### config.mk
export PLATFORM = sky130hd
export DESIGN_NAME = lsu_load_format_flat
export DESIGN_NICKNAME = d
export VERILOG_FILES = /design/src/hw/lsu_pkg.sv /design/src/hw/axi_lite_if.sv /design/src/hw/lsu_load_format.sv /design/src/flat_wrapper.sv
export SDC_FILE = /design/constraint.sdc
export NUM_CORES = 1
export LEC_CHECK = 0
export BUFFER_PORTS_ARGS = -buffer_cell sky130_fd_sc_hd__buf_2
export CAP_MARGIN = 30
export CORE_UTILIZATION = 39
export DETAILED_ROUTE_END_ITERATION = 16
export GPL_TIMING_DRIVEN = 0
export PLACE_DENSITY = 0.95
export REMOVE_ABC_BUFFERS = 1
export SLEW_MARGIN = 25
export SYNTH_ARGS = -nofsm -noshare
export SYNTH_HDL_FRONTEND = slang
export SYNTH_SLANG_ARGS = --single-unit
export TNS_END_PERCENT = 50
### constraint.sdc
create_clock -name vclk -period 1.6
set_clock_uncertainty 0.1 [all_clocks]
set_input_delay 0.16 -clock vclk [all_inputs]
set_output_delay 0.16 -clock vclk [all_outputs]
set_load 0.05 [all_outputs]
### src/hw/lsu_pkg.sv
// load/store unit shared types

package lsu_pkg;

  // memory geometry
  localparam int SRAM_AW    = 8;
  localparam int SRAM_DEPTH = 1 << SRAM_AW;

  typedef logic [31:0]        word_t;
  typedef logic [3:0]         strb_t;
  typedef logic [2:0]         func_t;
  typedef logic [1:0]         byte_off_t;
  typedef logic [SRAM_AW-1:0] mem_idx_t;

  // funct3 encodings
  typedef enum logic [2:0] {
    LD_BS = 3'b000,
    LD_HS = 3'b001,
    LD_W  = 3'b010,
    LD_BU = 3'b100,
    LD_HU = 3'b101
  } load_func_e;

  typedef enum logic [2:0] {
    ST_B = 3'b000,
    ST_H = 3'b001,
    ST_W = 3'b010
  } store_func_e;

  typedef enum logic [1:0] {
    SZ_B,
    SZ_H,
    SZ_W
  } load_size_e;

  typedef enum logic [1:0] {
    RD_IDLE,
    RD_ADDR,
    RD_DATA,
    RD_RESP
  } rd_state_e;

  typedef enum logic [1:0] {
    WR_IDLE,
    WR_REQ,
    WR_BRESP,
    WR_RESP
  } wr_state_e;

endpackage

### src/hw/axi_lite_if.sv


// raw load word plus how to format it
interface ld_res_if;
  lsu_pkg::word_t      word;
  lsu_pkg::byte_off_t  off;
  lsu_pkg::load_size_e size;
  logic                sext;

  modport source (output word, off, size, sext);
  modport sink   (input word, off, size, sext);
endinterface

### src/hw/lsu_load_format.sv
// load result formatting
`timescale 1ns/1ps

module lsu_load_format (
  ld_res_if.sink         ld_res,
  output lsu_pkg::word_t rdata
);

  lsu_pkg::word_t shifted;

  // addressed byte down to lane 0
  assign shifted = ld_res.word >> {ld_res.off, 3'b000};

  always_comb begin
    case (ld_res.size)
      lsu_pkg::SZ_B: begin
        rdata = {{24{ld_res.sext & shifted[7]}}, shifted[7:0]};
      end
      lsu_pkg::SZ_H: begin
        // upper byte already zero when the halfword crosses the word end
        rdata = {{16{ld_res.sext & shifted[15]}}, shifted[15:0]};
      end
      lsu_pkg::SZ_W: rdata = shifted;
      default:       rdata = shifted;
    endcase
  end

endmodule

### src/flat_wrapper.sv
// flat-port wrapper written by rule: the top's interface ports become plain ports
module lsu_load_format_flat 
  (rdata, ld_res_word, ld_res_off, ld_res_size, ld_res_sext);
  ld_res_if ld_res_i ();
  output lsu_pkg::word_t rdata;
  input wire logic [$bits(ld_res_i.word)-1:0] ld_res_word;
  input wire logic [$bits(ld_res_i.off)-1:0] ld_res_off;
  input wire logic [$bits(ld_res_i.size)-1:0] ld_res_size;
  input wire logic [$bits(ld_res_i.sext)-1:0] ld_res_sext;
  assign ld_res_i.word = ld_res_word;
  assign ld_res_i.off = ld_res_off;
  assign ld_res_i.size = ld_res_size;
  assign ld_res_i.sext = ld_res_sext;
  lsu_load_format u_core (.ld_res(ld_res_i), .rdata(rdata));
endmodule
==> results.json, run 1 <==
{
  "p_sw_share_pct": 64.4,
  "tightestPinTransition_ns": 0.542,
  "grt_setup_unrepaired": "yes",
  "cap_violations": 0,
  "ir_drop_mv": 0.391,
  "fp-row-count": 15,
  "wirelength_microns": 3680,
  "crit_slowest_cell": "a311oi_4",
  "die_w_microns": 44.6,
  "p_leak_nw": 0.691,
  "ios": 69,
  "drv_slew": 0,
  "drive_gt1_share_pct": 62.3,
  "most-common-layout-cells": "buf_2, buf_6, nand2_1, buf_4",
  "synth-seq-area-share_pct": 0,
  "pwr-share-comb_pct": 100.0,
  "switching_power_mw": 0.488,
  "finalSetupTns_ns": -0.0153,
  "outcome": "finished, violations left",
  "min_path_type": "in2out",
  "fin_util_pct": 82.6,
  "gp_congestion": 0.685,
  "antenna_cells": 0,
  "grt_pass1_vias": 1049,
  "io_buffers": 69,
  "netlist_area_sq_um": 708,
  "seq_power_share_pct": 0,
  "antenna_found_initial": 0,
  "start_util_pct": 41.5,
  "fin_crit_sh_pct": 101,
  "drt_iter0_markers": 51,
  "drc": 0,
  "wl_per_cell_microns": 18.4,
  "timing.critical_path.buf_inv": 3,
  "worstPathMaxFanout": 8,
  "hpwl_microns": 1850,
  "postLayoutSetupSlackWorst_ns": -0.00921,
  "grt_pass1_wl_microns": 4660,
  "p_clk_share_pct": 0,
  "clkbuf_count": 0,
  "pwr_density_cell_nw_per_um2": 537,
  "crit_type": "in2out",
  "crit_path_start": "ld_res_off[0]",
  "die_h_microns": 44.6,
  "syn_avg_cell_area_sq_um": 6.88,
  "intPower_mw": 0.270,
  "hold_violations": 0,
  "layout_commonest_cell": "buf_2",
  "synthToLayoutAreaGrowth_pct": 99.1,
  "setup_viol": 3,
  "crit_cells": 7,
  "ff_latch_area_sq_um": 0,
  "violations": "setup timing",
  "nets": 214,
  "end_kind": "primary output",
  "vias": 1267,
  "crit_chain": "clkbuf_16 -> nand2b_4 -> a311oi_4 -> o211ai_4 -> buf_6 -> o21ai_1 -> buf_6",
  "slew_headroom_pct": 63.8,
  "yosysUniqueCellTypes": 24,
  "seq_cells": 0,
  "syn-instance-count": 103,
  "critical_path_arrival_ns": 1.35,
  "max_freq_ghz": 0.621,
  "required_ns": 1.34,
  "dieArea_sq_um": 1990,
  "yosysWarnings": 0,
  "overflow": 0,
  "crit_top_cell": "buf_6",
  "track_usage_pct": 30.2,
  "fin_crit_ns": 1.61,
  "ant_nets": 0,
  "critPathTopFamily": "compound AO/OA/AOI/OAI gates",
  "viasPerCell": 6.34,
  "core_sq_um": 1710,
  "crit_end": "rdata[18]",
  "cpPeakStageDelay_ns": 0.33,
  "drt_pre_antenna_iters": 5,
  "grt_max_degree": 22,
  "start_kind": "input port"
}
## stage by stage
step | std cells | power [mW] | hold slack (ns) | area (sq um) | worst slack, ns
6_report | 200 | 0.758 | 0.604 | 1410 | -0.00921
5_1_grt | 200 | 0.779 | 0.619 | 1410 | -0.0254
4_1_cts | 193 | 0.658 | 0.604 | 1230 | -0.00134
3_5_place_dp | 190 | 0.584 | 0.623 | 1040 | -0.869
3_3_place_gp | 190 | 0.572 | 0.619 | 1040 | -0.775
2_1_floorplan | 96 | 0.412 | 0.445 | 659 | -0.224
## power by group through the flow
stage	sequential [mW]	clock [mW]	combinational, mW
detailed placement	0	0	0.584
global route	0	0	0.779
global placement	0	0	0.572
floorplan	0	0	0.412
finish	0	0	0.758
CTS	0	0	0.658
## per-layer routing
layer	up-vias	wire length [microns]	GRT usage, %
li1	534	-	-
met1	587	1380	34.5
met2	123	1820	57.6
met3	23	338	4.49
met4	0	141	7.27
met5	-	0	0
## final cells by class
cell class	instances	area [sq um]
fillers	93	298
multi-input cells	94	739
repair buffers	79	627
inverters	2	12.5
well taps	25	31.3
## synthesized netlist by cell type
| master | number | area, sq um |
|---|---|---|
| nand2_1 | 19 | 71.3 |
| mux2i_1 | 11 | 110 |
| nor2_1 | 10 | 37.5 |
| a21oi_1 | 8 | 40.0 |
| a211oi_1 | 7 | 52.6 |
| a221oi_1 | 7 | 61.3 |
| mux2_2 | 7 | 78.8 |
| nor2b_1 | 7 | 43.8 |
| o21ai_0 | 6 | 30.0 |
| buf_2 | 3 | 15.0 |
| buf_6 | 2 | 22.5 |
| nand2_2 | 2 | 12.5 |
| nand2b_4 | 2 | 27.5 |
| o21ai_2 | 2 | 17.5 |
| a311oi_2 | 1 | 15.0 |
| a31oi_4 | 1 | 21.3 |
| and2_1 | 1 | 6.26 |
| buf_4 | 1 | 7.51 |
| clkbuf_1 | 1 | 3.75 |
| clkinv_1 | 1 | 3.75 |
| inv_1 | 1 | 3.75 |
| nand3b_1 | 1 | 7.51 |
| o211ai_2 | 1 | 12.5 |
| or2_2 | 1 | 6.26 |
## kinds of logic (layout without fill, tap and decap cells)
logic type             after synthesis  after routing  share of synthesized area (%)
AOI/OAI and AO/OA                   33             33                           35.3
buffers and inverters                9             81                           7.95
muxes                               18             18                           26.7
and+or+nand+nor                     43             43                           30.0
## repair_timing
item | 4_1_cts | 5_1_grt
hold buffers | 0 | 0
cloned | 1 | 1
setup buffers | 2 | 6
pin swaps | 3 | 5
endpoints found under the setup margin | 28 | 24
endpoints found under the hold margin | 0 | 0
resized for setup | 41 | 44
## how the worst min path moves through the flow
stage               cells past startpoint  slack, ns            start   endpoint
floorplan                               2       0.44  ld_res_word[28]  rdata[28]
global placement                        4       0.62  ld_res_word[30]  rdata[30]
detailed placement                      4       0.62  ld_res_word[26]  rdata[26]
CTS                                     4       0.60  ld_res_word[26]  rdata[26]
global route                            4       0.62  ld_res_word[30]  rdata[30]
finish                                  4       0.60  ld_res_word[26]  rdata[26]
No activity file was read; power rests on OpenSTA's default activity.
==> run 2, diff against run 1 <==
- SKIP_LAST_GASP: unset -> 1
- SLEW_MARGIN: 25 -> unset
==> run 2 against run 1 <==
The flow still finishes with violations (setup timing). Count of clock-buffer cells in the layout stayed put. Combinational power is 2% lower. Final area is 1.3% lower. Largest cell class unchanged. Largest power group unchanged.
==> results.json, run 2 (synthesis results as in run 1) <==
{
  "outcome": "finished, violations left",
  "violations": "setup timing",
  "cts-hold-fix-buffers": 0,
  "wirelength_microns": 3420,
  "fin_crit_ns": 1.64,
  "setup_viol": 16,
  "seq_cells": 0,
  "wl_per_cell_microns": 17.2,
  "crit_top_cell": "buf_6",
  "end_kind": "primary output",
  "clkbuf_count": 0,
  "pwr-share-comb_pct": 100.0,
  "grt_max_degree": 22,
  "drive_gt1_share_pct": 63.2,
  "cap_violations": 0,
  "hold_violations": 0,
  "cpPeakStageDelay_ns": 0.35,
  "min_path_type": "in2out",
  "seq_power_share_pct": 0,
  "timing.hold.ws_ns": 0.592,
  "drv_slew": 0,
  "drt_iter0_markers": 44,
  "vias": 1177,
  "crit_type": "in2out",
  "die_h_microns": 44.6,
  "ios": 69,
  "p_leak_nw": 0.689,
  "nets": 213,
  "io_buffers": 69,
  "worstPathMaxFanout": 8,
  "crit_slowest_cell": "a311oi_4",
  "ff_latch_area_sq_um": 0,
  "post-place-ws_ns": -0.869,
  "overflow": 0,
  "dieArea_sq_um": 1990,
  "gp_congestion": 0.685,
  "start_kind": "input port",
  "pwr_density_cell_nw_per_um2": 532,
  "postLayoutSetupSlackWorst_ns": -0.0395,
  "viasPerCell": 5.91,
  "antenna_cells": 0,
  "critical_path_arrival_ns": 1.38,
  "switching_power_mw": 0.480,
  "ir_drop_mv": 0.363,
  "fin_crit_sh_pct": 102,
  "synthToLayoutAreaGrowth_pct": 96.5,
  "crit_chain": "buf_16 -> nand2b_4 -> a311oi_4 -> o211ai_4 -> buf_6 -> o21ai_2 -> buf_6",
  "stdcell_area_sq_um": 1390,
  "p_clk_share_pct": 0,
  "grt_setup_unrepaired": "yes",
  "track_usage_pct": 29.5,
  "intPower_mw": 0.260,
  "hpwl_microns": 1850,
  "most-common-layout-cells": "buf_2, nand2_1, buf_6, buf_4",
  "drt_pre_antenna_iters": 4,
  "fin_util_pct": 81.5,
  "antenna_found_initial": 0,
  "max_freq_ghz": 0.610,
  "holdPathStages": 4,
  "drc": 0,
  "die_w_microns": 44.6,
  "grt_pass1_vias": 1012,
  "layout_commonest_cell": "buf_2",
  "start_util_pct": 41.5,
  "slew_headroom_pct": 62.8,
  "fp-row-count": 15,
  "ant_nets": 0,
  "core_sq_um": 1710,
  "grt_pass1_wl_microns": 4560,
  "required_ns": 1.34,
  "p_sw_share_pct": 64.8,
  "placed_area_sq_um": 1040,
  "tightestPinTransition_ns": 0.556
}
run 2: cell count changes in the layout (fill, tap and decap cells not counted):
| cell | before | now |
|---|---|---|
| o21ai_1 | 2 | 0 |
| buf_4 | 12 | 14 |
| clkbuf_4 | 0 | 2 |
| buf_6 | 21 | 16 |
| o21ai_2 | 6 | 8 |
run 2: final timing paths:
path                    end  slack (ns)            start
hold / removal    rdata[24]        0.59  ld_res_word[24]
setup / recovery  rdata[20]       -0.04    ld_res_off[0]
run 2: layout make-up:
class                      instances  area (sq um)
timing repair buffer              78           601
tap                               25          31.3
multi-input combinational         94           747
fill                             105           317
inverter                           2          12.5
run 2: metal layers:
metal	vias to the layer above	wire [microns]	global-route usage [%]
met5	-	0	0
met4	0	112	4.24
met3	12	344	2.45
met2	94	1730	55.0
li1	527	-	-
met1	544	1230	37.0
run 2: power by group through the flow:
stage,registers [mW],clock network [mW],logic [mW]
CTS,0,0,0.653
global route,0,0,0.766
detailed placement,0,0,0.584
finish,0,0,0.741
global placement,0,0,0.572
floorplan,0,0,0.412
run 2: critical path: cells and delay by family:
kind,cells,cell delay [ns]
AO/OA/AOI/OAI,3,0.58
AND/OR/NAND/NOR,1,0.16
buffers and inverters,3,0.47
run 2: repair_timing:
item / in CTS / in global routing
resized for setup: 38 / 43
cloned: 1 / 1
pin swaps: 3 / 3
setup endpoints to repair: 28 / 24
buffers inserted: 2 / 5
run 2: through the flow:
step                      cells  power [mW]  TNS [ns]
after floorplan              96       0.412     -2.07
after global placement      190       0.572    -15.83
after detailed placement    190       0.584    -17.62
after CTS                   193       0.653   -0.0159
after global routing        199       0.766    -0.576
final                       199       0.741    -0.216
