--- src/hw/lsu_pkg.sv ---
// load/store unit shared types

package lsu_pkg;

  // memory geometry
  localparam int SRAM_AW    = 8;
  localparam int SRAM_DEPTH = 1 << SRAM_AW;

  typedef logic [31:0]        word_t;
  typedef logic [3:0]         strb_t;
  typedef logic [2:0]         func_t;
  typedef logic [1:0]         byte_off_t;
  typedef logic [SRAM_AW-1:0] mem_idx_t;

  // funct3 encodings
  typedef enum logic [2:0] {
    LD_BS = 3'b000,
    LD_HS = 3'b001,
    LD_W  = 3'b010,
    LD_BU = 3'b100,
    LD_HU = 3'b101
  } load_func_e;

  typedef enum logic [2:0] {
    ST_B = 3'b000,
    ST_H = 3'b001,
    ST_W = 3'b010
  } store_func_e;

  typedef enum logic [1:0] {
    SZ_B,
    SZ_H,
    SZ_W
  } load_size_e;

  typedef enum logic [1:0] {
    RD_IDLE,
    RD_ADDR,
    RD_DATA,
    RD_RESP
  } rd_state_e;

  typedef enum logic [1:0] {
    WR_IDLE,
    WR_REQ,
    WR_BRESP,
    WR_RESP
  } wr_state_e;

endpackage

--- src/hw/axi_lite_if.sv ---
// bus and load result interfaces
`timescale 1ns/1ps

interface axi_r_if;
  lsu_pkg::word_t araddr;
  logic           arvalid;
  logic           arready;
  lsu_pkg::word_t rdata;
  logic           rvalid;
  logic           rready;

  modport master (output araddr, arvalid, rready, input arready, rdata, rvalid);
  modport slave  (input araddr, arvalid, rready, output arready, rdata, rvalid);
endinterface

interface axi_w_if;
  lsu_pkg::word_t awaddr;
  logic           awvalid;
  logic           awready;
  lsu_pkg::word_t wdata;
  lsu_pkg::strb_t wstrb;
  logic           wvalid;
  logic           wready;
  logic           bvalid;
  logic           bready;

  modport master (
    output awaddr, awvalid, wdata, wstrb, wvalid, bready,
    input  awready, wready, bvalid
  );
  modport slave (
    input  awaddr, awvalid, wdata, wstrb, wvalid, bready,
    output awready, wready, bvalid
  );
endinterface

// raw load word plus how to format it
interface ld_res_if;
  lsu_pkg::word_t      word;
  lsu_pkg::byte_off_t  off;
  lsu_pkg::load_size_e size;
  logic                sext;

  modport source (output word, off, size, sext);
  modport sink   (input word, off, size, sext);
endinterface

--- src/hw/lsu_axi_master.sv ---
// read and write channel control
`timescale 1ns/1ps

module lsu_axi_master (
  input  logic                clk,
  input  logic                rstn,
  input  logic                rreq_valid,
  output logic                rreq_ready,
  input  lsu_pkg::word_t      raddr,
  input  lsu_pkg::byte_off_t  ld_off,
  input  lsu_pkg::load_size_e ld_size,
  input  logic                ld_sext,
  output logic                rres_valid,
  input  logic                rres_ready,
  input  logic                wreq_valid,
  output logic                wreq_ready,
  input  lsu_pkg::word_t      waddr,
  input  lsu_pkg::word_t      st_data,
  input  lsu_pkg::strb_t      st_strb,
  output logic                wres_valid,
  input  logic                wres_ready,
  axi_r_if.master             ram_r,
  axi_w_if.master             ram_w,
  ld_res_if.source            ld_res
);

  lsu_pkg::rd_state_e  rd_state;
  lsu_pkg::wr_state_e  wr_state;

  lsu_pkg::word_t      rd_addr_q;
  lsu_pkg::word_t      rd_word_q;
  lsu_pkg::byte_off_t  rd_off_q;
  lsu_pkg::load_size_e rd_size_q;
  logic                rd_sext_q;

  lsu_pkg::word_t      wr_addr_q;
  lsu_pkg::word_t      wr_data_q;
  lsu_pkg::strb_t      wr_strb_q;

  // read channel
  always_ff @(posedge clk) begin
    if (!rstn) begin
      rd_state <= lsu_pkg::RD_IDLE;
    end else begin
      case (rd_state)
        lsu_pkg::RD_IDLE: if (rreq_valid) rd_state <= lsu_pkg::RD_ADDR;
        lsu_pkg::RD_ADDR: if (ram_r.arready) rd_state <= lsu_pkg::RD_DATA;
        lsu_pkg::RD_DATA: if (ram_r.rvalid) rd_state <= lsu_pkg::RD_RESP;
        lsu_pkg::RD_RESP: if (rres_ready) rd_state <= lsu_pkg::RD_IDLE;
        default:          rd_state <= lsu_pkg::RD_IDLE;
      endcase
    end
  end

  always_ff @(posedge clk) begin
    if (rreq_valid && rreq_ready) begin
      rd_addr_q <= {raddr[31:2], 2'b00};
      rd_off_q  <= ld_off;
      rd_size_q <= ld_size;
      rd_sext_q <= ld_sext;
    end
    // raw word, formatted downstream
    if (ram_r.rvalid && ram_r.rready) begin
      rd_word_q <= ram_r.rdata;
    end
  end

  assign rreq_ready    = (rd_state == lsu_pkg::RD_IDLE);
  assign rres_valid    = (rd_state == lsu_pkg::RD_RESP);
  assign ram_r.arvalid = (rd_state == lsu_pkg::RD_ADDR);
  assign ram_r.araddr  = rd_addr_q;
  assign ram_r.rready  = (rd_state == lsu_pkg::RD_DATA);

  assign ld_res.word = rd_word_q;
  assign ld_res.off  = rd_off_q;
  assign ld_res.size = rd_size_q;
  assign ld_res.sext = rd_sext_q;

  // write channel, AW and W issued together
  always_ff @(posedge clk) begin
    if (!rstn) begin
      wr_state <= lsu_pkg::WR_IDLE;
    end else begin
      case (wr_state)
        lsu_pkg::WR_IDLE: if (wreq_valid) wr_state <= lsu_pkg::WR_REQ;
        lsu_pkg::WR_REQ: begin
          if (ram_w.awready && ram_w.wready) wr_state <= lsu_pkg::WR_BRESP;
        end
        lsu_pkg::WR_BRESP: if (ram_w.bvalid) wr_state <= lsu_pkg::WR_RESP;
        lsu_pkg::WR_RESP:  if (wres_ready) wr_state <= lsu_pkg::WR_IDLE;
        default:           wr_state <= lsu_pkg::WR_IDLE;
      endcase
    end
  end

  always_ff @(posedge clk) begin
    if (wreq_valid && wreq_ready) begin
      wr_addr_q <= {waddr[31:2], 2'b00};
      wr_data_q <= st_data;
      wr_strb_q <= st_strb;
    end
  end

  assign wreq_ready    = (wr_state == lsu_pkg::WR_IDLE);
  assign wres_valid    = (wr_state == lsu_pkg::WR_RESP);
  assign ram_w.awvalid = (wr_state == lsu_pkg::WR_REQ);
  assign ram_w.wvalid  = (wr_state == lsu_pkg::WR_REQ);
  assign ram_w.awaddr  = wr_addr_q;
  assign ram_w.wdata   = wr_data_q;
  assign ram_w.wstrb   = wr_strb_q;
  assign ram_w.bready  = (wr_state == lsu_pkg::WR_BRESP);

endmodule

--- src/flat_wrapper.sv ---
// flat-port wrapper written by rule: the top's interface ports become plain ports
module lsu_axi_master_flat 
  (clk, rstn, rreq_valid, rreq_ready, raddr, ld_off, ld_size, ld_sext, rres_valid, rres_ready, wreq_valid, wreq_ready, waddr, st_data, st_strb, wres_valid, wres_ready, ram_r_araddr, ram_r_arvalid, ram_r_rready, ram_r_arready, ram_r_rdata, ram_r_rvalid, ram_w_awaddr, ram_w_awvalid, ram_w_wdata, ram_w_wstrb, ram_w_wvalid, ram_w_bready, ram_w_awready, ram_w_wready, ram_w_bvalid, ld_res_word, ld_res_off, ld_res_size, ld_res_sext);
  axi_r_if ram_r_i ();
  axi_w_if ram_w_i ();
  ld_res_if ld_res_i ();
  input  logic clk;
  input  logic rstn;
  input  logic rreq_valid;
  output logic rreq_ready;
  input  lsu_pkg::word_t raddr;
  input  lsu_pkg::byte_off_t ld_off;
  input  lsu_pkg::load_size_e ld_size;
  input  logic ld_sext;
  output logic rres_valid;
  input  logic rres_ready;
  input  logic wreq_valid;
  output logic wreq_ready;
  input  lsu_pkg::word_t waddr;
  input  lsu_pkg::word_t st_data;
  input  lsu_pkg::strb_t st_strb;
  output logic wres_valid;
  input  logic wres_ready;
  output wire logic [$bits(ram_r_i.araddr)-1:0] ram_r_araddr;
  output wire logic [$bits(ram_r_i.arvalid)-1:0] ram_r_arvalid;
  output wire logic [$bits(ram_r_i.rready)-1:0] ram_r_rready;
  input wire logic [$bits(ram_r_i.arready)-1:0] ram_r_arready;
  input wire logic [$bits(ram_r_i.rdata)-1:0] ram_r_rdata;
  input wire logic [$bits(ram_r_i.rvalid)-1:0] ram_r_rvalid;
  output wire logic [$bits(ram_w_i.awaddr)-1:0] ram_w_awaddr;
  output wire logic [$bits(ram_w_i.awvalid)-1:0] ram_w_awvalid;
  output wire logic [$bits(ram_w_i.wdata)-1:0] ram_w_wdata;
  output wire logic [$bits(ram_w_i.wstrb)-1:0] ram_w_wstrb;
  output wire logic [$bits(ram_w_i.wvalid)-1:0] ram_w_wvalid;
  output wire logic [$bits(ram_w_i.bready)-1:0] ram_w_bready;
  input wire logic [$bits(ram_w_i.awready)-1:0] ram_w_awready;
  input wire logic [$bits(ram_w_i.wready)-1:0] ram_w_wready;
  input wire logic [$bits(ram_w_i.bvalid)-1:0] ram_w_bvalid;
  output wire logic [$bits(ld_res_i.word)-1:0] ld_res_word;
  output wire logic [$bits(ld_res_i.off)-1:0] ld_res_off;
  output wire logic [$bits(ld_res_i.size)-1:0] ld_res_size;
  output wire logic [$bits(ld_res_i.sext)-1:0] ld_res_sext;
  assign ram_r_araddr = ram_r_i.araddr;
  assign ram_r_arvalid = ram_r_i.arvalid;
  assign ram_r_rready = ram_r_i.rready;
  assign ram_r_i.arready = ram_r_arready;
  assign ram_r_i.rdata = ram_r_rdata;
  assign ram_r_i.rvalid = ram_r_rvalid;
  assign ram_w_awaddr = ram_w_i.awaddr;
  assign ram_w_awvalid = ram_w_i.awvalid;
  assign ram_w_wdata = ram_w_i.wdata;
  assign ram_w_wstrb = ram_w_i.wstrb;
  assign ram_w_wvalid = ram_w_i.wvalid;
  assign ram_w_bready = ram_w_i.bready;
  assign ram_w_i.awready = ram_w_awready;
  assign ram_w_i.wready = ram_w_wready;
  assign ram_w_i.bvalid = ram_w_bvalid;
  assign ld_res_word = ld_res_i.word;
  assign ld_res_off = ld_res_i.off;
  assign ld_res_size = ld_res_i.size;
  assign ld_res_sext = ld_res_i.sext;
  lsu_axi_master u_core (.clk(clk), .rstn(rstn), .rreq_valid(rreq_valid), .rreq_ready(rreq_ready), .raddr(raddr), .ld_off(ld_off), .ld_size(ld_size), .ld_sext(ld_sext), .rres_valid(rres_valid), .rres_ready(rres_ready), .wreq_valid(wreq_valid), .wreq_ready(wreq_ready), .waddr(waddr), .st_data(st_data), .st_strb(st_strb), .wres_valid(wres_valid), .wres_ready(wres_ready), .ram_r(ram_r_i), .ram_w(ram_w_i), .ld_res(ld_res_i));
endmodule
--- config.mk ---
export PLATFORM = sky130hd
export DESIGN_NAME = lsu_axi_master_flat
export DESIGN_NICKNAME = d
export VERILOG_FILES = /design/src/hw/lsu_pkg.sv /design/src/hw/axi_lite_if.sv /design/src/hw/lsu_axi_master.sv /design/src/flat_wrapper.sv
export SDC_FILE = /design/constraint.sdc
export NUM_CORES = 1
export LEC_CHECK = 0
export BUFFER_PORTS_ARGS = -buffer_cell sky130_fd_sc_hd__buf_2
export CAP_MARGIN = 20
export CORE_AREA = 2 2 115 117
export CTS_BUF_LIST = sky130_fd_sc_hd__clkbuf_16
export CTS_CLUSTER_SIZE = 24
export DETAILED_ROUTE_END_ITERATION = 12
export DIE_AREA = 0 0 117 119
export GPL_ROUTABILITY_DRIVEN = 0
export HOLD_SLACK_MARGIN = 0.02
export PLACE_DENSITY = 0.72
export SYNTH_ARGS = -nofsm -noshare
export SYNTH_HDL_FRONTEND = slang
export SYNTH_SLANG_ARGS = --single-unit
export TNS_END_PERCENT = 30
--- constraint.sdc ---
create_clock -name clk -period 4.4 [get_ports clk]
set_input_delay 0.22 -clock clk [delete_from_list [all_inputs] [get_ports clk]]
set_output_delay 0.22 -clock clk [all_outputs]
set_load 0.005 [all_outputs]
==> summary.md <==
| Metric | Value |
|---|---|
| EDFF count, synth | `133` |
| DR iter-0 viols | `230` |
| Placed insts | `641` |
| Minimum clock period | `1875 ps` |
| Top-count cell post-synth | `edfxtp_1` |
| H-tree levels | `4` |
| Worst slew pin tran | `811.0 ps` |
| Area leader, netlist | `edfxtp_1` |
| Pleak | `3.417 nW` |
| Wire length per cell | `15.33 µm` |
| Setup_tns | `0 ps` |
| Final Util | `0.6192` |
| CTS root buf | `clkbuf_16` |
| Slew Viols, Final | `0` |
| Worst R2R Setup Slack | `2520 ps` |
| Via Count | `3395` |
| Drt first pass iters | `5` |
| IO Count | `294` |
| Die height | `119 µm` |
| Final Setup Violations | `0` |
| Total chip power | `4.063 mW` |
| #FFs+latches synth | `137` |
| Post-CTS Setup Bufs | `0` |
| Hold buffers post-CTS | `133` |
| Predominant post-synthesis flop cell | `edfxtp_1` |
| Netlist cell types | `19` |
| Synth area leaders | `edfxtp_1 (90%), ha_1 (2.3%), dfxtp_1 (1.8%), buf_4 (0.85%), a2111oi_4 (0.62%)` |
| Total grt overflow | `0` |
| Die X | `117 µm` |
| Vias in the first global route | `3653` |
| Hold Violations, Final | `0` |
| Total core area | `0.01287 mm²` |
| Fmax achieved | `533.2 MHz` |
| Critical Path RT | `4430 ps` |
| Buffers on Ports | `285` |
| Largest net degree at the start of global routing | `67` |
| Clock Path Buffers | `2` |
| Overall Global Routing Usage | `0.1769` |
| Final cell count without fillers | `805` |
| Setup crit start kind | `flop` |
| CP Capture Type | `flop` |
| Critical path type | `reg2reg` |
| Yosys top cell area share | `0.9042` |
| NumNets Final | `773` |
| Hold Crit Class | `in2reg` |
| Initial antenna violation count | `0` |
| Sink Count | `137` |
| Final Cell Area | `0.007973 mm²` |
| CP max FO | `66` |
| Fillers | `906` |
| ANT cells | `0` |
| Synth Cell Area | `0.004417 mm²` |
| Async set-reset flop share out of synthesis | `0` |
| Syn-to-layout area delta | `80.51%` |
| Initial Util | `0.3431` |
| Power per cell area | `509.6 mW/mm²` |
| Worst IR drop on VDD | `447.8 µV` |
| CTS buffer count | `17` |
| Cells after synthesis | `179` |
| Share of the yosys chip area belonging to registers | `0.9224` |
| Top cells by count, synth | `edfxtp_1 (133), ha_1 (8), inv_1 (6), buf_4 (5)` |
| DRT antenna net count | `0` |
| Post-CTS Resized | `0` |
| Worst slew margin | `0.4594` |
| Period utilization | `0.4262` |
| Clock Latency Late Sink | `410 ps` |
| # DRC | `0` |
| Vias per cell | `4.217` |
| MaxCap Viol Count | `0` |
| CTS tree | `yes` |
| Dpl hpwl | `7824 µm` |
| Unrepaired setup endpoints after global routing | `no` |
| Clock-pin slew on the worst setup and hold paths | `50 ps` |
| Mean Syn Cell Area | `24.67 µm²` |
| Fraction of layout cells with a size suffix above 1 | `0.5087` |
| Status | `completed` |
| Worst EP arrival | `1900 ps` |
| Std cell rows | `42` |
| Global-route wire length before repair | `18020 µm` |
| Fin Clk Skew | `5.502 ps` |
| Die area | `0.01392 mm²` |
| WL final | `12340 µm` |
| Placed instance area | `0.006061 mm²` |
| Yosys warns | `0` |
==> flip-flops by register name, summed over array words and instances (netlist names) <==
signal,cells
u_core.ld_res.word,32
u_core.ram_w.wdata,32
u_core.ram_r.araddr,30
u_core.ram_w.awaddr,30
u_core.ram_w.wstrb,4
u_core.ld_res.off,2
u_core.ld_res.size,2
u_core.rd_state,2
u_core.wr_state,2
u_core.ld_res.sext,1
==> where the power goes <==
| group | internal [mW] | leakage (nW) | total [mW] | switching (mW) |
|---|---|---|---|---|
| clock | 0.880 | 0.275 | 1.39 | 0.508 |
| sequential | 1.79 | 1.28 | 1.87 | 0.0816 |
| combinational | 0.378 | 1.86 | 0.801 | 0.422 |
==> routing by layer <==
| layer | vias to the layer above | track usage | part of all wire |
|---|---|---|---|
| li1 | 1565 | - | - |
| met5 | - | 0 | 0 |
| met1 | 1637 | 0.1776 | 0.36 |
| met2 | 162 | 0.3172 | 0.54 |
| met3 | 31 | 0.06310 | 0.068 |
| met4 | 0 | 0.08750 | 0.027 |
==> cell usage in the layout (no fill, tap or decap), drive strengths merged <==
cell type / instances
bufinv: 3
edfxtp: 133
dlygate4sd3: 133
ha: 8
conb: 4
dfxtp: 4
nor2b: 6
o41ai: 1
a2111oi: 2
clkbuf: 17
o211a: 1
nand3: 1
a21boi: 1
nand2: 2
o21ai: 1
clkinvlp: 3
nor2: 3
clkinv: 6
inv: 8
mux2i: 1
and2: 3
buf: 288
==> final cells by class <==
class | instances | area [µm²] | area share
clock buffers | 17 | 425.4 | 0.05336
clock inverters | 14 | 155.1 | 0.01946
inverters | 6 | 22.52 | 0.002825
multi-input cells | 34 | 295.3 | 0.03704
flip-flops and latches | 137 | 4074 | 0.5110
well taps | 176 | 220.2 | 0.02762
repair buffers | 421 | 2780 | 0.3487
==> per-stage QoR <==
stage          setup slack (ps)  hold WS (ps)
2_1_floorplan              1773         318.9
3_3_place_gp               2619         396.4
3_5_place_dp               2535         398.5
4_1_cts                    2519         76.77
5_1_grt                    2390         84.49
6_report                   2525         103.2
==> worst max-delay path, stage by stage (launching register included) <==
cell and delay [ps]:
dfxtp_1 340, inv_1 100, ha_1 230, and2_2 160, buf_4 610
==> logic make-up after synthesis <==
| group | count (synthesis) | share of synthesized area |
|---|---|---|
| buffers and inverters | 11 | 0.01360 |
| adders and majority gates | 8 | 0.02266 |
| and+or+nand+nor | 15 | 0.02153 |
| other | 1 | 0.0008490 |
| AOI/OAI and AO/OA | 6 | 0.01671 |
| DFF | 137 | 0.9224 |
| muxes | 1 | 0.002266 |
==> final timing paths <==
path | end | cells after the start | startpoint
worst max-delay path | u_core.ram_w.awaddr[20]$_DFFE_PP_ | 4 | u_core.wr_state[0]$_SDFFE_PN0P_
worst min-delay path | u_core.wr_state[0]$_SDFFE_PN0P_ | 3 | rstn
worst max register to register | u_core.ram_w.awaddr[20]$_DFFE_PP_ | 4 | u_core.wr_state[0]$_SDFFE_PN0P_
worst min register to register | u_core.wr_state[1]$_SDFFE_PN0P_ | 2 | u_core.wr_state[1]$_SDFFE_PN0P_
Note: power is estimated with default switching activity, not from simulation.
