$ cat config.mk
export PLATFORM = sky130hd
export DESIGN_NAME = lsu_decode
export DESIGN_NICKNAME = d
export VERILOG_FILES = /design/src/hw/lsu_pkg.sv /design/src/hw/lsu_decode.sv
export SDC_FILE = /design/constraint.sdc
export NUM_CORES = 1
export LEC_CHECK = 0
export ABC_AREA = 1
export BUFFER_PORTS_ARGS = -buffer_cell sky130_fd_sc_hd__buf_4
export CAP_MARGIN = 15
export CORE_AREA = 2 2 55 57
export DETAILED_ROUTE_END_ITERATION = 12
export DIE_AREA = 0 0 57 59
export PLACE_DENSITY = 0.87
export SLEW_MARGIN = 20
export SYNTH_ARGS = -nofsm -noshare
export SYNTH_HDL_FRONTEND = slang
export SYNTH_SLANG_ARGS = --single-unit
$ cat constraint.sdc
create_clock -name vclk -period 0.9
set_input_delay 0.09 -clock vclk [all_inputs]
set_output_delay 0.09 -clock vclk [all_outputs]
set_load 0.05 [all_outputs]
$ cat src/hw/lsu_pkg.sv
// load/store unit shared types

package lsu_pkg;

  // memory geometry
  localparam int SRAM_AW    = 8;
  localparam int SRAM_DEPTH = 1 << SRAM_AW;

  typedef logic [31:0]        word_t;
  typedef logic [3:0]         strb_t;
  typedef logic [2:0]         func_t;
  typedef logic [1:0]         byte_off_t;
  typedef logic [SRAM_AW-1:0] mem_idx_t;

  // funct3 encodings
  typedef enum logic [2:0] {
    LD_BS = 3'b000,
    LD_HS = 3'b001,
    LD_W  = 3'b010,
    LD_BU = 3'b100,
    LD_HU = 3'b101
  } load_func_e;

  typedef enum logic [2:0] {
    ST_B = 3'b000,
    ST_H = 3'b001,
    ST_W = 3'b010
  } store_func_e;

  typedef enum logic [1:0] {
    SZ_B,
    SZ_H,
    SZ_W
  } load_size_e;

  typedef enum logic [1:0] {
    RD_IDLE,
    RD_ADDR,
    RD_DATA,
    RD_RESP
  } rd_state_e;

  typedef enum logic [1:0] {
    WR_IDLE,
    WR_REQ,
    WR_BRESP,
    WR_RESP
  } wr_state_e;

endpackage

$ cat src/hw/lsu_decode.sv
// request function decode
`timescale 1ns/1ps

module lsu_decode (
  input  lsu_pkg::word_t      raddr,
  input  lsu_pkg::func_t      rfunc,
  input  lsu_pkg::word_t      waddr,
  input  lsu_pkg::func_t      wfunc,
  input  lsu_pkg::word_t      wdata,
  output lsu_pkg::byte_off_t  ld_off,
  output lsu_pkg::load_size_e ld_size,
  output logic                ld_sext,
  output lsu_pkg::word_t      st_data,
  output lsu_pkg::strb_t      st_strb
);

  lsu_pkg::byte_off_t w_off;
  lsu_pkg::strb_t     st_mask;

  assign ld_off = raddr[1:0];
  assign w_off  = waddr[1:0];

  always_comb begin
    case (lsu_pkg::load_func_e'(rfunc))
      lsu_pkg::LD_BS: begin ld_size = lsu_pkg::SZ_B; ld_sext = 1'b1; end
      lsu_pkg::LD_BU: begin ld_size = lsu_pkg::SZ_B; ld_sext = 1'b0; end
      lsu_pkg::LD_HS: begin ld_size = lsu_pkg::SZ_H; ld_sext = 1'b1; end
      lsu_pkg::LD_HU: begin ld_size = lsu_pkg::SZ_H; ld_sext = 1'b0; end
      lsu_pkg::LD_W:  begin ld_size = lsu_pkg::SZ_W; ld_sext = 1'b0; end
      // unknown codes load a word
      default:        begin ld_size = lsu_pkg::SZ_W; ld_sext = 1'b0; end
    endcase
  end

  // mask before lane placement
  always_comb begin
    case (lsu_pkg::store_func_e'(wfunc))
      lsu_pkg::ST_B: st_mask = 4'b0001;
      lsu_pkg::ST_H: st_mask = 4'b0011;
      lsu_pkg::ST_W: st_mask = 4'b1111;
      default:       st_mask = 4'b1111;
    endcase
  end

  // lanes past byte 3 fall off the top
  assign st_strb = lsu_pkg::strb_t'(st_mask << w_off);
  assign st_data = wdata << {w_off, 3'b000};

endmodule

==> reports/results.ini, run 1 <==
[floorplanning]
rows = 19
die_y_um = 59
die-area_um2 = 3360
die_w_um = 57
coreArea_um2 = 2710
ios = 143
start_util_pct = 29.4

[synth]
synth_nets = 283
yosysUniqueCellTypes = 15
synth_most_common_cell = nand2_1
yosys_warnings = 0
ys_seq_area_share_pct = 0
syn_inst = 181
yosysTopAreaCell = nand2_1
synthTopCellsByArea = nand2_1 38%, inv_1 16%, nand3_1 15%, nor2_1 9.4%, buf_6 5.7%
synth_area_per_cell_um2 = 4.40
yosys.area.top_type_share_pct = 38.1
syn_area_um2 = 797
synth_common_cells = 81 x nand2_1, 35 x inv_1, 24 x nand3_1

[power_and_ir_drop]
switching_share_pct = 60.6
leakagePower_nw = 1.06
p_sw_uw = 841
seq_power_share_pct = 0
combPwrFrac_pct = 100.0
internal_power_uw = 548
pwr_density_cell_nw_per_um2 = 761
finalPower_mw = 1.39
p_clk_share_pct = 0
vdd_drop_max_mv = 0.555

[global_route]
grt_max_degree = 26
globalRouteMet1Util_pct = 22.0
use_met3_pct = 2.62
first_global_vias = 1189
antenna_found_initial = 0
busiest_layer = met2
grt_use_met2_pct = 31.9
gr-total-overflow = 0
grt_first_pass_wirelength_mm = 4.82
track_usage_pct = 17.3

[timing]
finalCritPeriodShare_pct = 98.0
slew_viol_final = 0
worst-slew-pin-transition_ns = 0.177
tns_ns = 0
holdWs_ns = 0.180
slew_headroom_pct = 88.2
post-route-min-period_ns = 0.882
rsz0062_at_grt = true
worst_slack_ns = 0.0182
setup_viol = 0
fmax_mhz = 1130
hold_viol = 0

[setup_path]
cp_max_fo = 8
start_kind = input port
crit_family = buffers and inverters
worstSetupEndpointType = output port
cp_slowest_cell = buf_6
crit_arrival_ns = 0.79
critPathMaxStageDelay_ns = 0.15
crit_buf_inv = 4
crit_chain = buf_4 > inv_8 > buf_12 > nand3_1 > nand2_2 > buf_6
critPathRequiredTime_ns = 0.81
critPathKind = input port to output port

[cells_and_area]
nClkBuffers = 0
n_antenna_cell = 0
areaGrowthSynthToFinish_pct = 129
register_area_um2 = 0
layout-drive-gt1-share_pct = 53.1
nets = 364
final_area_um2 = 1820
seq_cell_count = 0

[route]
num_vias = 1308
dr.pass1.iters = 4
avgRoutedWirePerCell_um = 10.8
viasPerCell = 4.49
drc_errors = 0
drt_iter0_markers = 27
wl_mm = 3.13
postRouteAntennaNets = 0

[min_path]
hold_class = input port to output port

[placed_design]
pre_cts_slack_ns = -0.140
routabilityCongestion = 0.798
dp_hpwl_mm = 2.40
portBuffers = 79
place_area_um2 = 1600

[clocking]
postCtsHoldBufs = 0
postCtsSetupRepairBufs = 0

[flow_run]
cap_violations = 0

[outcome]
status = completed

## placed cells by master, fill, tap and decap left out
| master | Yosys | final |
|---|---|---|
| buf_12 | 0 | 3 |
| a21oi_2 | 0 | 1 |
| inv_16 | 0 | 1 |
| nor2_4 | 0 | 11 |
| buf_8 | 0 | 8 |
| nor2_2 | 0 | 6 |
| inv_1 | 35 | 34 |
| nor2_8 | 1 | 1 |
| o21ai_2 | 0 | 1 |
| buf_4 | 5 | 53 |
| nand3_1 | 24 | 24 |
| nand2_1 | 81 | 61 |
| nor2_1 | 20 | 3 |
| inv_8 | 0 | 1 |
| clkbuf_16 | 0 | 1 |
| buf_6 | 4 | 26 |
| nand2_8 | 0 | 1 |
| nand2_2 | 3 | 23 |
| clkinvlp_4 | 0 | 1 |
## per-layer routing
layer / up-vias / routed length [um]
met4: 0 / 8
met5: - / 0
li1: 684 / -
met3: 2 / 311
met2: 61 / 1540
met1: 561 / 1270
## stage by stage
step           cells  utilization [%]
2_1_floorplan    181                -
3_3_place_gp     290             59.0
3_5_place_dp     290             59.0
4_1_cts          290             62.7
5_1_grt          291             67.3
6_report         291             67.3
## timing repair
item,in CTS,in global routing
endpoints found under the setup margin,36,35
pin swaps,0,1
hold endpoints to repair,0,0
cloned,0,1
resized for setup,28,27
## area by class of cell
cell class | instances | area [um2]
fill | 237 | 886
inverter | 37 | 166
multi-input combinational | 132 | 723
tap | 31 | 38.8
timing repair buffer | 91 | 896
## power by group through the flow
stage / Sequential, mW / Combinational (mW) / Clock, mW
final: 0 / 1.39 / 0
after global routing: 0 / 1.47 / 0
after CTS: 0 / 1.31 / 0
after detailed placement: 0 / 1.24 / 0
after global placement: 0 / 1.22 / 0
after floorplan: 0 / 0.872 / 0
## final timing paths
path / from / end / slack [ns] / depth (start not counted)
setup / recovery: waddr[1] / st_data[23] / 0.02 / 6
hold / removal: raddr[1] / ld_off[1] / 0.18 / 0
## logic make-up (layout without fill, tap and decap cells)
family	Yosys count	after routing	synth area share [%]
buffers and inverters	49	128	29.8
AO/OA/AOI/OAI	2	2	1.25
AND/OR/NAND/NOR	130	130	68.9
No activity file was read; power rests on OpenSTA's default activity.
==> run 2: changes to the inputs <==
Settings changed: PLACE_DENSITY 0.87 to 0.9.
==> reports/results.ini, run 2 (synthesis results as in run 1) <==
[clocking]
postCtsSetupRepairBufs = 0  ; unchanged

[setup_path]
cpMostUsedCell = nand2_2
crit_chain = buf_6 > clkinv_8 > nor2_8 > nand2_2 > nand2_2 > buf_8
critPathMaxStageDelay_ns = 0.17  ; +0.02 ns
cp_slowest_cell = nor2_8
start_kind = input port
worstSetupEndpointType = output port
critPathKind = input port to output port
crit_arrival_ns = 0.78  ; about the same
critPathRequiredTime_ns = 0.81  ; about the same
cp_max_fo = 7  ; -1

[route]
drt_iter0_markers = 38  ; +41%
avgRoutedWirePerCell_um = 10.7  ; -0.23%
wl_mm = 3.16  ; +0.80%
drc_errors = 0  ; unchanged
viasPerCell = 4.59  ; +2.0%
dr.pass1.iters = 4  ; unchanged
postRouteAntennaNets = 0  ; unchanged
num_vias = 1348  ; +3.1%

[timing]
rsz0062_at_grt = true
post-route-min-period_ns = 0.874  ; -0.00820 ns
fmax_mhz = 1140  ; +0.94%
worst-slew-pin-transition_ns = 0.236  ; +0.0589 ns
hold_viol = 0  ; unchanged
finalCritPeriodShare_pct = 97.1  ; -0.91 points
slew_viol_final = 0  ; unchanged
setup_viol = 0  ; unchanged
slew_headroom_pct = 84.2  ; -4.0 points
holdWs_ns = 0.180  ; -0.0000160 ns

[cells_and_area]
final_common_cell = buf_4
fin_cells = 294  ; +1.0%
nets = 367  ; +0.82%
areaGrowthSynthToFinish_pct = 134
seq_cell_count = 0  ; unchanged
nClkBuffers = 0  ; unchanged
final_cell_mix = 56 x buf_4, 53 x nand2_1, 34 x inv_1
layout-drive-gt1-share_pct = 56.7  ; +3.6 points
n_antenna_cell = 0  ; unchanged
fill_cells = 236  ; -0.42%
register_area_um2 = 0  ; unchanged
final_area_um2 = 1870  ; +2.3%

[placed_design]
portBuffers = 79  ; unchanged
dp_hpwl_mm = 2.43  ; +1.3%
dp.cells = 291  ; +0.34%
routabilityCongestion = 0.792  ; -0.78%
place_area_um2 = 1610  ; +0.47%

[power_and_ir_drop]
seq_power_share_pct = 0  ; unchanged
switching_share_pct = 60.6  ; +0.071 points
vdd_drop_max_mv = 0.567  ; +2.2%
pwr_density_cell_nw_per_um2 = 752  ; -1.2%
p_clk_share_pct = 0  ; unchanged
combPwrFrac_pct = 100.0  ; about the same
p_sw_uw = 851  ; +1.2%
leakagePower_nw = 1.07  ; +1.5%
finalPower_mw = 1.40  ; +1.0%
internal_power_uw = 552  ; +0.86%

[global_route]
antenna_found_initial = 0  ; unchanged
track_usage_pct = 18.3  ; +1.0 points
first_global_vias = 1239  ; +4.2%
grt_first_pass_wirelength_mm = 5.13  ; +6.3%
grt_max_degree = 26  ; unchanged
gr-total-overflow = 0  ; unchanged

[floorplanning]
rows = 19  ; unchanged
start_util_pct = 29.4  ; unchanged
coreArea_um2 = 2710  ; unchanged
die-area_um2 = 3360  ; unchanged
die_y_um = 59  ; unchanged
ios = 143  ; unchanged
die_w_um = 57  ; unchanged

[outcome]
status = completed

[min_path]
hold_class = input port to output port
whs_path_depth = 0  ; unchanged

[flow_run]
cap_violations = 0  ; unchanged

## run 2: what timing repair did
item,CTS,global route
pin swaps,0,3
setup endpoints to repair,35,33
resized for setup,29,31
hold buffers,0,0
gates cloned,0,3
## run 2: path summary, 6_finish.rpt
check | from | endpoint | slack [ns]
worst max-delay path | waddr[1] | st_data[20] | 0.03
worst min-delay path | raddr[1] | ld_off[1] | 0.18
## run 2: metrics by stage
stage	setup slack [ns]	utilization [%]	setup TNS (ns)
2_1_floorplan	-0.115	-	-0.589
3_3_place_gp	-0.130	59.2	-3.28
3_5_place_dp	-0.142	59.2	-3.80
4_1_cts	-0.000140	63.2	-0.000140
5_1_grt	-0.0173	68.8	-0.0369
6_report	0.0264	68.8	0
## run 2: critical path: cells and delay by family
family / cells / cell delay (ns)
simple gates: 3 / 0.34
buf+inv: 3 / 0.35
## run 2: final cells by class
cell class                 instances  area [um2]  area share, %
timing repair buffer              92         896           48.0
multi-input combinational        134         763           40.9
inverter                          37         168           8.99
tap                               31        38.8           2.08
## run 2: power groups by stage
| stage | Combinational (mW) | Sequential (mW) | Clock, mW |
|---|---|---|---|
| 2_1_floorplan | 0.872 | 0 | 0 |
| 3_3_place_gp | 1.22 | 0 | 0 |
| 3_5_place_dp | 1.24 | 0 | 0 |
| 4_1_cts | 1.32 | 0 | 0 |
| 5_1_grt | 1.49 | 0 | 0 |
| 6_report | 1.40 | 0 | 0 |
## run 2: layer usage
| metal | up-vias | wire length (um) | global-route usage [%] |
|---|---|---|---|
| li1 | 692 | - | - |
| met1 | 589 | 1300 | 22.6 |
| met2 | 65 | 1580 | 35.8 |
| met3 | 2 | 271 | 2.40 |
| met4 | 0 | 5 | 0.332 |
| met5 | - | 0 | 0 |
==> run 3: changes to the inputs <==
Settings changed: SETUP_SLACK_MARGIN set to 0.1.
==> reports/results.ini, run 3 (synthesis results as in run 1) <==
[route]
avgRoutedWirePerCell_um = 21.5  ; +100%
postRouteAntennaNets = 0  ; unchanged
drc_errors = 0  ; unchanged
drt_iter0_markers = 77  ; +100%
wl_mm = 6.44  ; +100%
viasPerCell = 5.51  ; +20%
dr.pass1.iters = 4  ; unchanged
num_vias = 1654  ; +23%

[timing]
post-route-min-period_ns = 0.896  ; +0.0228 ns
finalCritPeriodShare_pct = 99.6  ; +2.5 points
hold_viol = 0  ; unchanged
slew_headroom_pct = 86.6  ; +2.4 points
rsz0062_at_grt = true
slew_viol_final = 0  ; unchanged
worst_slack_ns = 0.00360  ; -0.0228 ns
holdWs_ns = 0.180  ; -0.0000510 ns
fmax_mhz = 1120  ; -2.5%
setup_viol = 0  ; unchanged
worst-slew-pin-transition_ns = 0.201  ; -0.0351 ns

[global_route]
antenna_found_initial = 0  ; unchanged
grt_first_pass_wirelength_mm = 8.14  ; +59%
gr-total-overflow = 0  ; unchanged
grt_max_degree = 14  ; -46%
track_usage_pct = 31.0  ; +13 points
first_global_vias = 1706  ; +38%

[min_path]
hold_class = input port to output port

[cells_and_area]
layout-drive-gt1-share_pct = 78.4  ; +22 points
register_area_um2 = 0  ; unchanged
fill_cells = 66  ; -72%
n_antenna_cell = 0  ; unchanged
seq_cell_count = 0  ; unchanged
final_common_cell = buf_4
final_cell_mix = 48 x buf_4, 32 x nand2_4, 31 x inv_1
nClkBuffers = 0  ; unchanged
multi_input_area_um2 = 1250  ; +64%
areaGrowthSynthToFinish_pct = 225
nets = 373  ; +1.6%

[power_and_ir_drop]
leakagePower_nw = 1.33  ; +24%
finalPower_mw = 1.93  ; +37%
vdd_drop_max_mv = 0.826  ; +46%
pwr_density_cell_nw_per_um2 = 743  ; -1.2%

[floorplanning]
die-area_um2 = 3360  ; unchanged
die_w_um = 57  ; unchanged
ios = 143  ; unchanged
rows = 19  ; unchanged
start_util_pct = 29.4  ; unchanged
die_y_um = 59  ; unchanged
coreArea_um2 = 2710  ; unchanged

[setup_path]
crit_chain = buf_16 > buf_8 > nand2_1 > nand3_2 > nand2_4 > buf_8
critPathMaxStageDelay_ns = 0.15  ; -0.02 ns
cpMostUsedCell = buf_8
cp_slowest_cell = buf_8
worstSetupEndpointType = output port
crit_arrival_ns = 0.81  ; +0.03 ns
critPathKind = input port to output port
critPathRequiredTime_ns = 0.81  ; about the same
start_kind = input port
cp_max_fo = 8  ; +1

[placed_design]
pre_cts_slack_ns = -0.106  ; +0.0360 ns
routabilityCongestion = 0.739  ; -6.6%
portBuffers = 79  ; unchanged
dp_hpwl_mm = 2.66  ; +9.7%

[clocking]
postCtsHoldBufs = 0  ; unchanged

[flow_run]
cap_violations = 0  ; unchanged

[outcome]
status = completed

-- run 3: final cells by class --
type | instances | area share (%)
Multi-Input combinational cell | 133 | 48.3
Tap cell | 31 | 1.50
Timing Repair inverter | 1 | 0.435
Inverter | 37 | 6.90
Timing Repair Buffer | 98 | 42.8
-- run 3: worst paths after layout --
check             startpoint          end  cells after the start
setup / recovery    waddr[0]  st_data[23]                      6
hold / removal      raddr[1]    ld_off[1]                      0
-- run 3: power breakdown --
group	internal [mW]	switching [mW]	total, mW	leakage (nW)
clock network	0	0	0	0
logic	0.778	1.15	1.93	1.33
registers	0	0	0	0
total	0.778	1.15	1.93	1.33
-- run 3: per-stage QoR --
stage	area (um2)	utilization, %	setup TNS (ns)	cells
after global placement	1860	68.6	-2.33	297
after CTS	2480	91.7	0	301
final	2590	95.6	0	300
after detailed placement	1860	68.6	-2.72	297
after floorplan	1190	-	-0.0300	181
after global routing	2590	95.6	-0.0668	300
-- run 3: layer usage --
metal | track usage (%) | up-vias | wire [um] | share of wire (%)
li1 | - | 708 | - | -
met1 | 31.7 | 780 | 2050 | 32
met2 | 60.4 | 123 | 3530 | 55
met3 | 6.55 | 43 | 445 | 6.9
met4 | 13.3 | 0 | 416 | 6.5
met5 | 0 | - | 0 | 0
-- run 3: critical path: cells and delay by family --
family / cells / cell delay [ns]
AND/OR/NAND/NOR: 3 / 0.28
buffers and inverters: 3 / 0.42
-- run 3: repair_timing --
action	CTS	global route
cloned	4	0
setup endpoints to repair	36	35
resized for setup	131	31
setup buffers	0	0
pin swaps	25	4
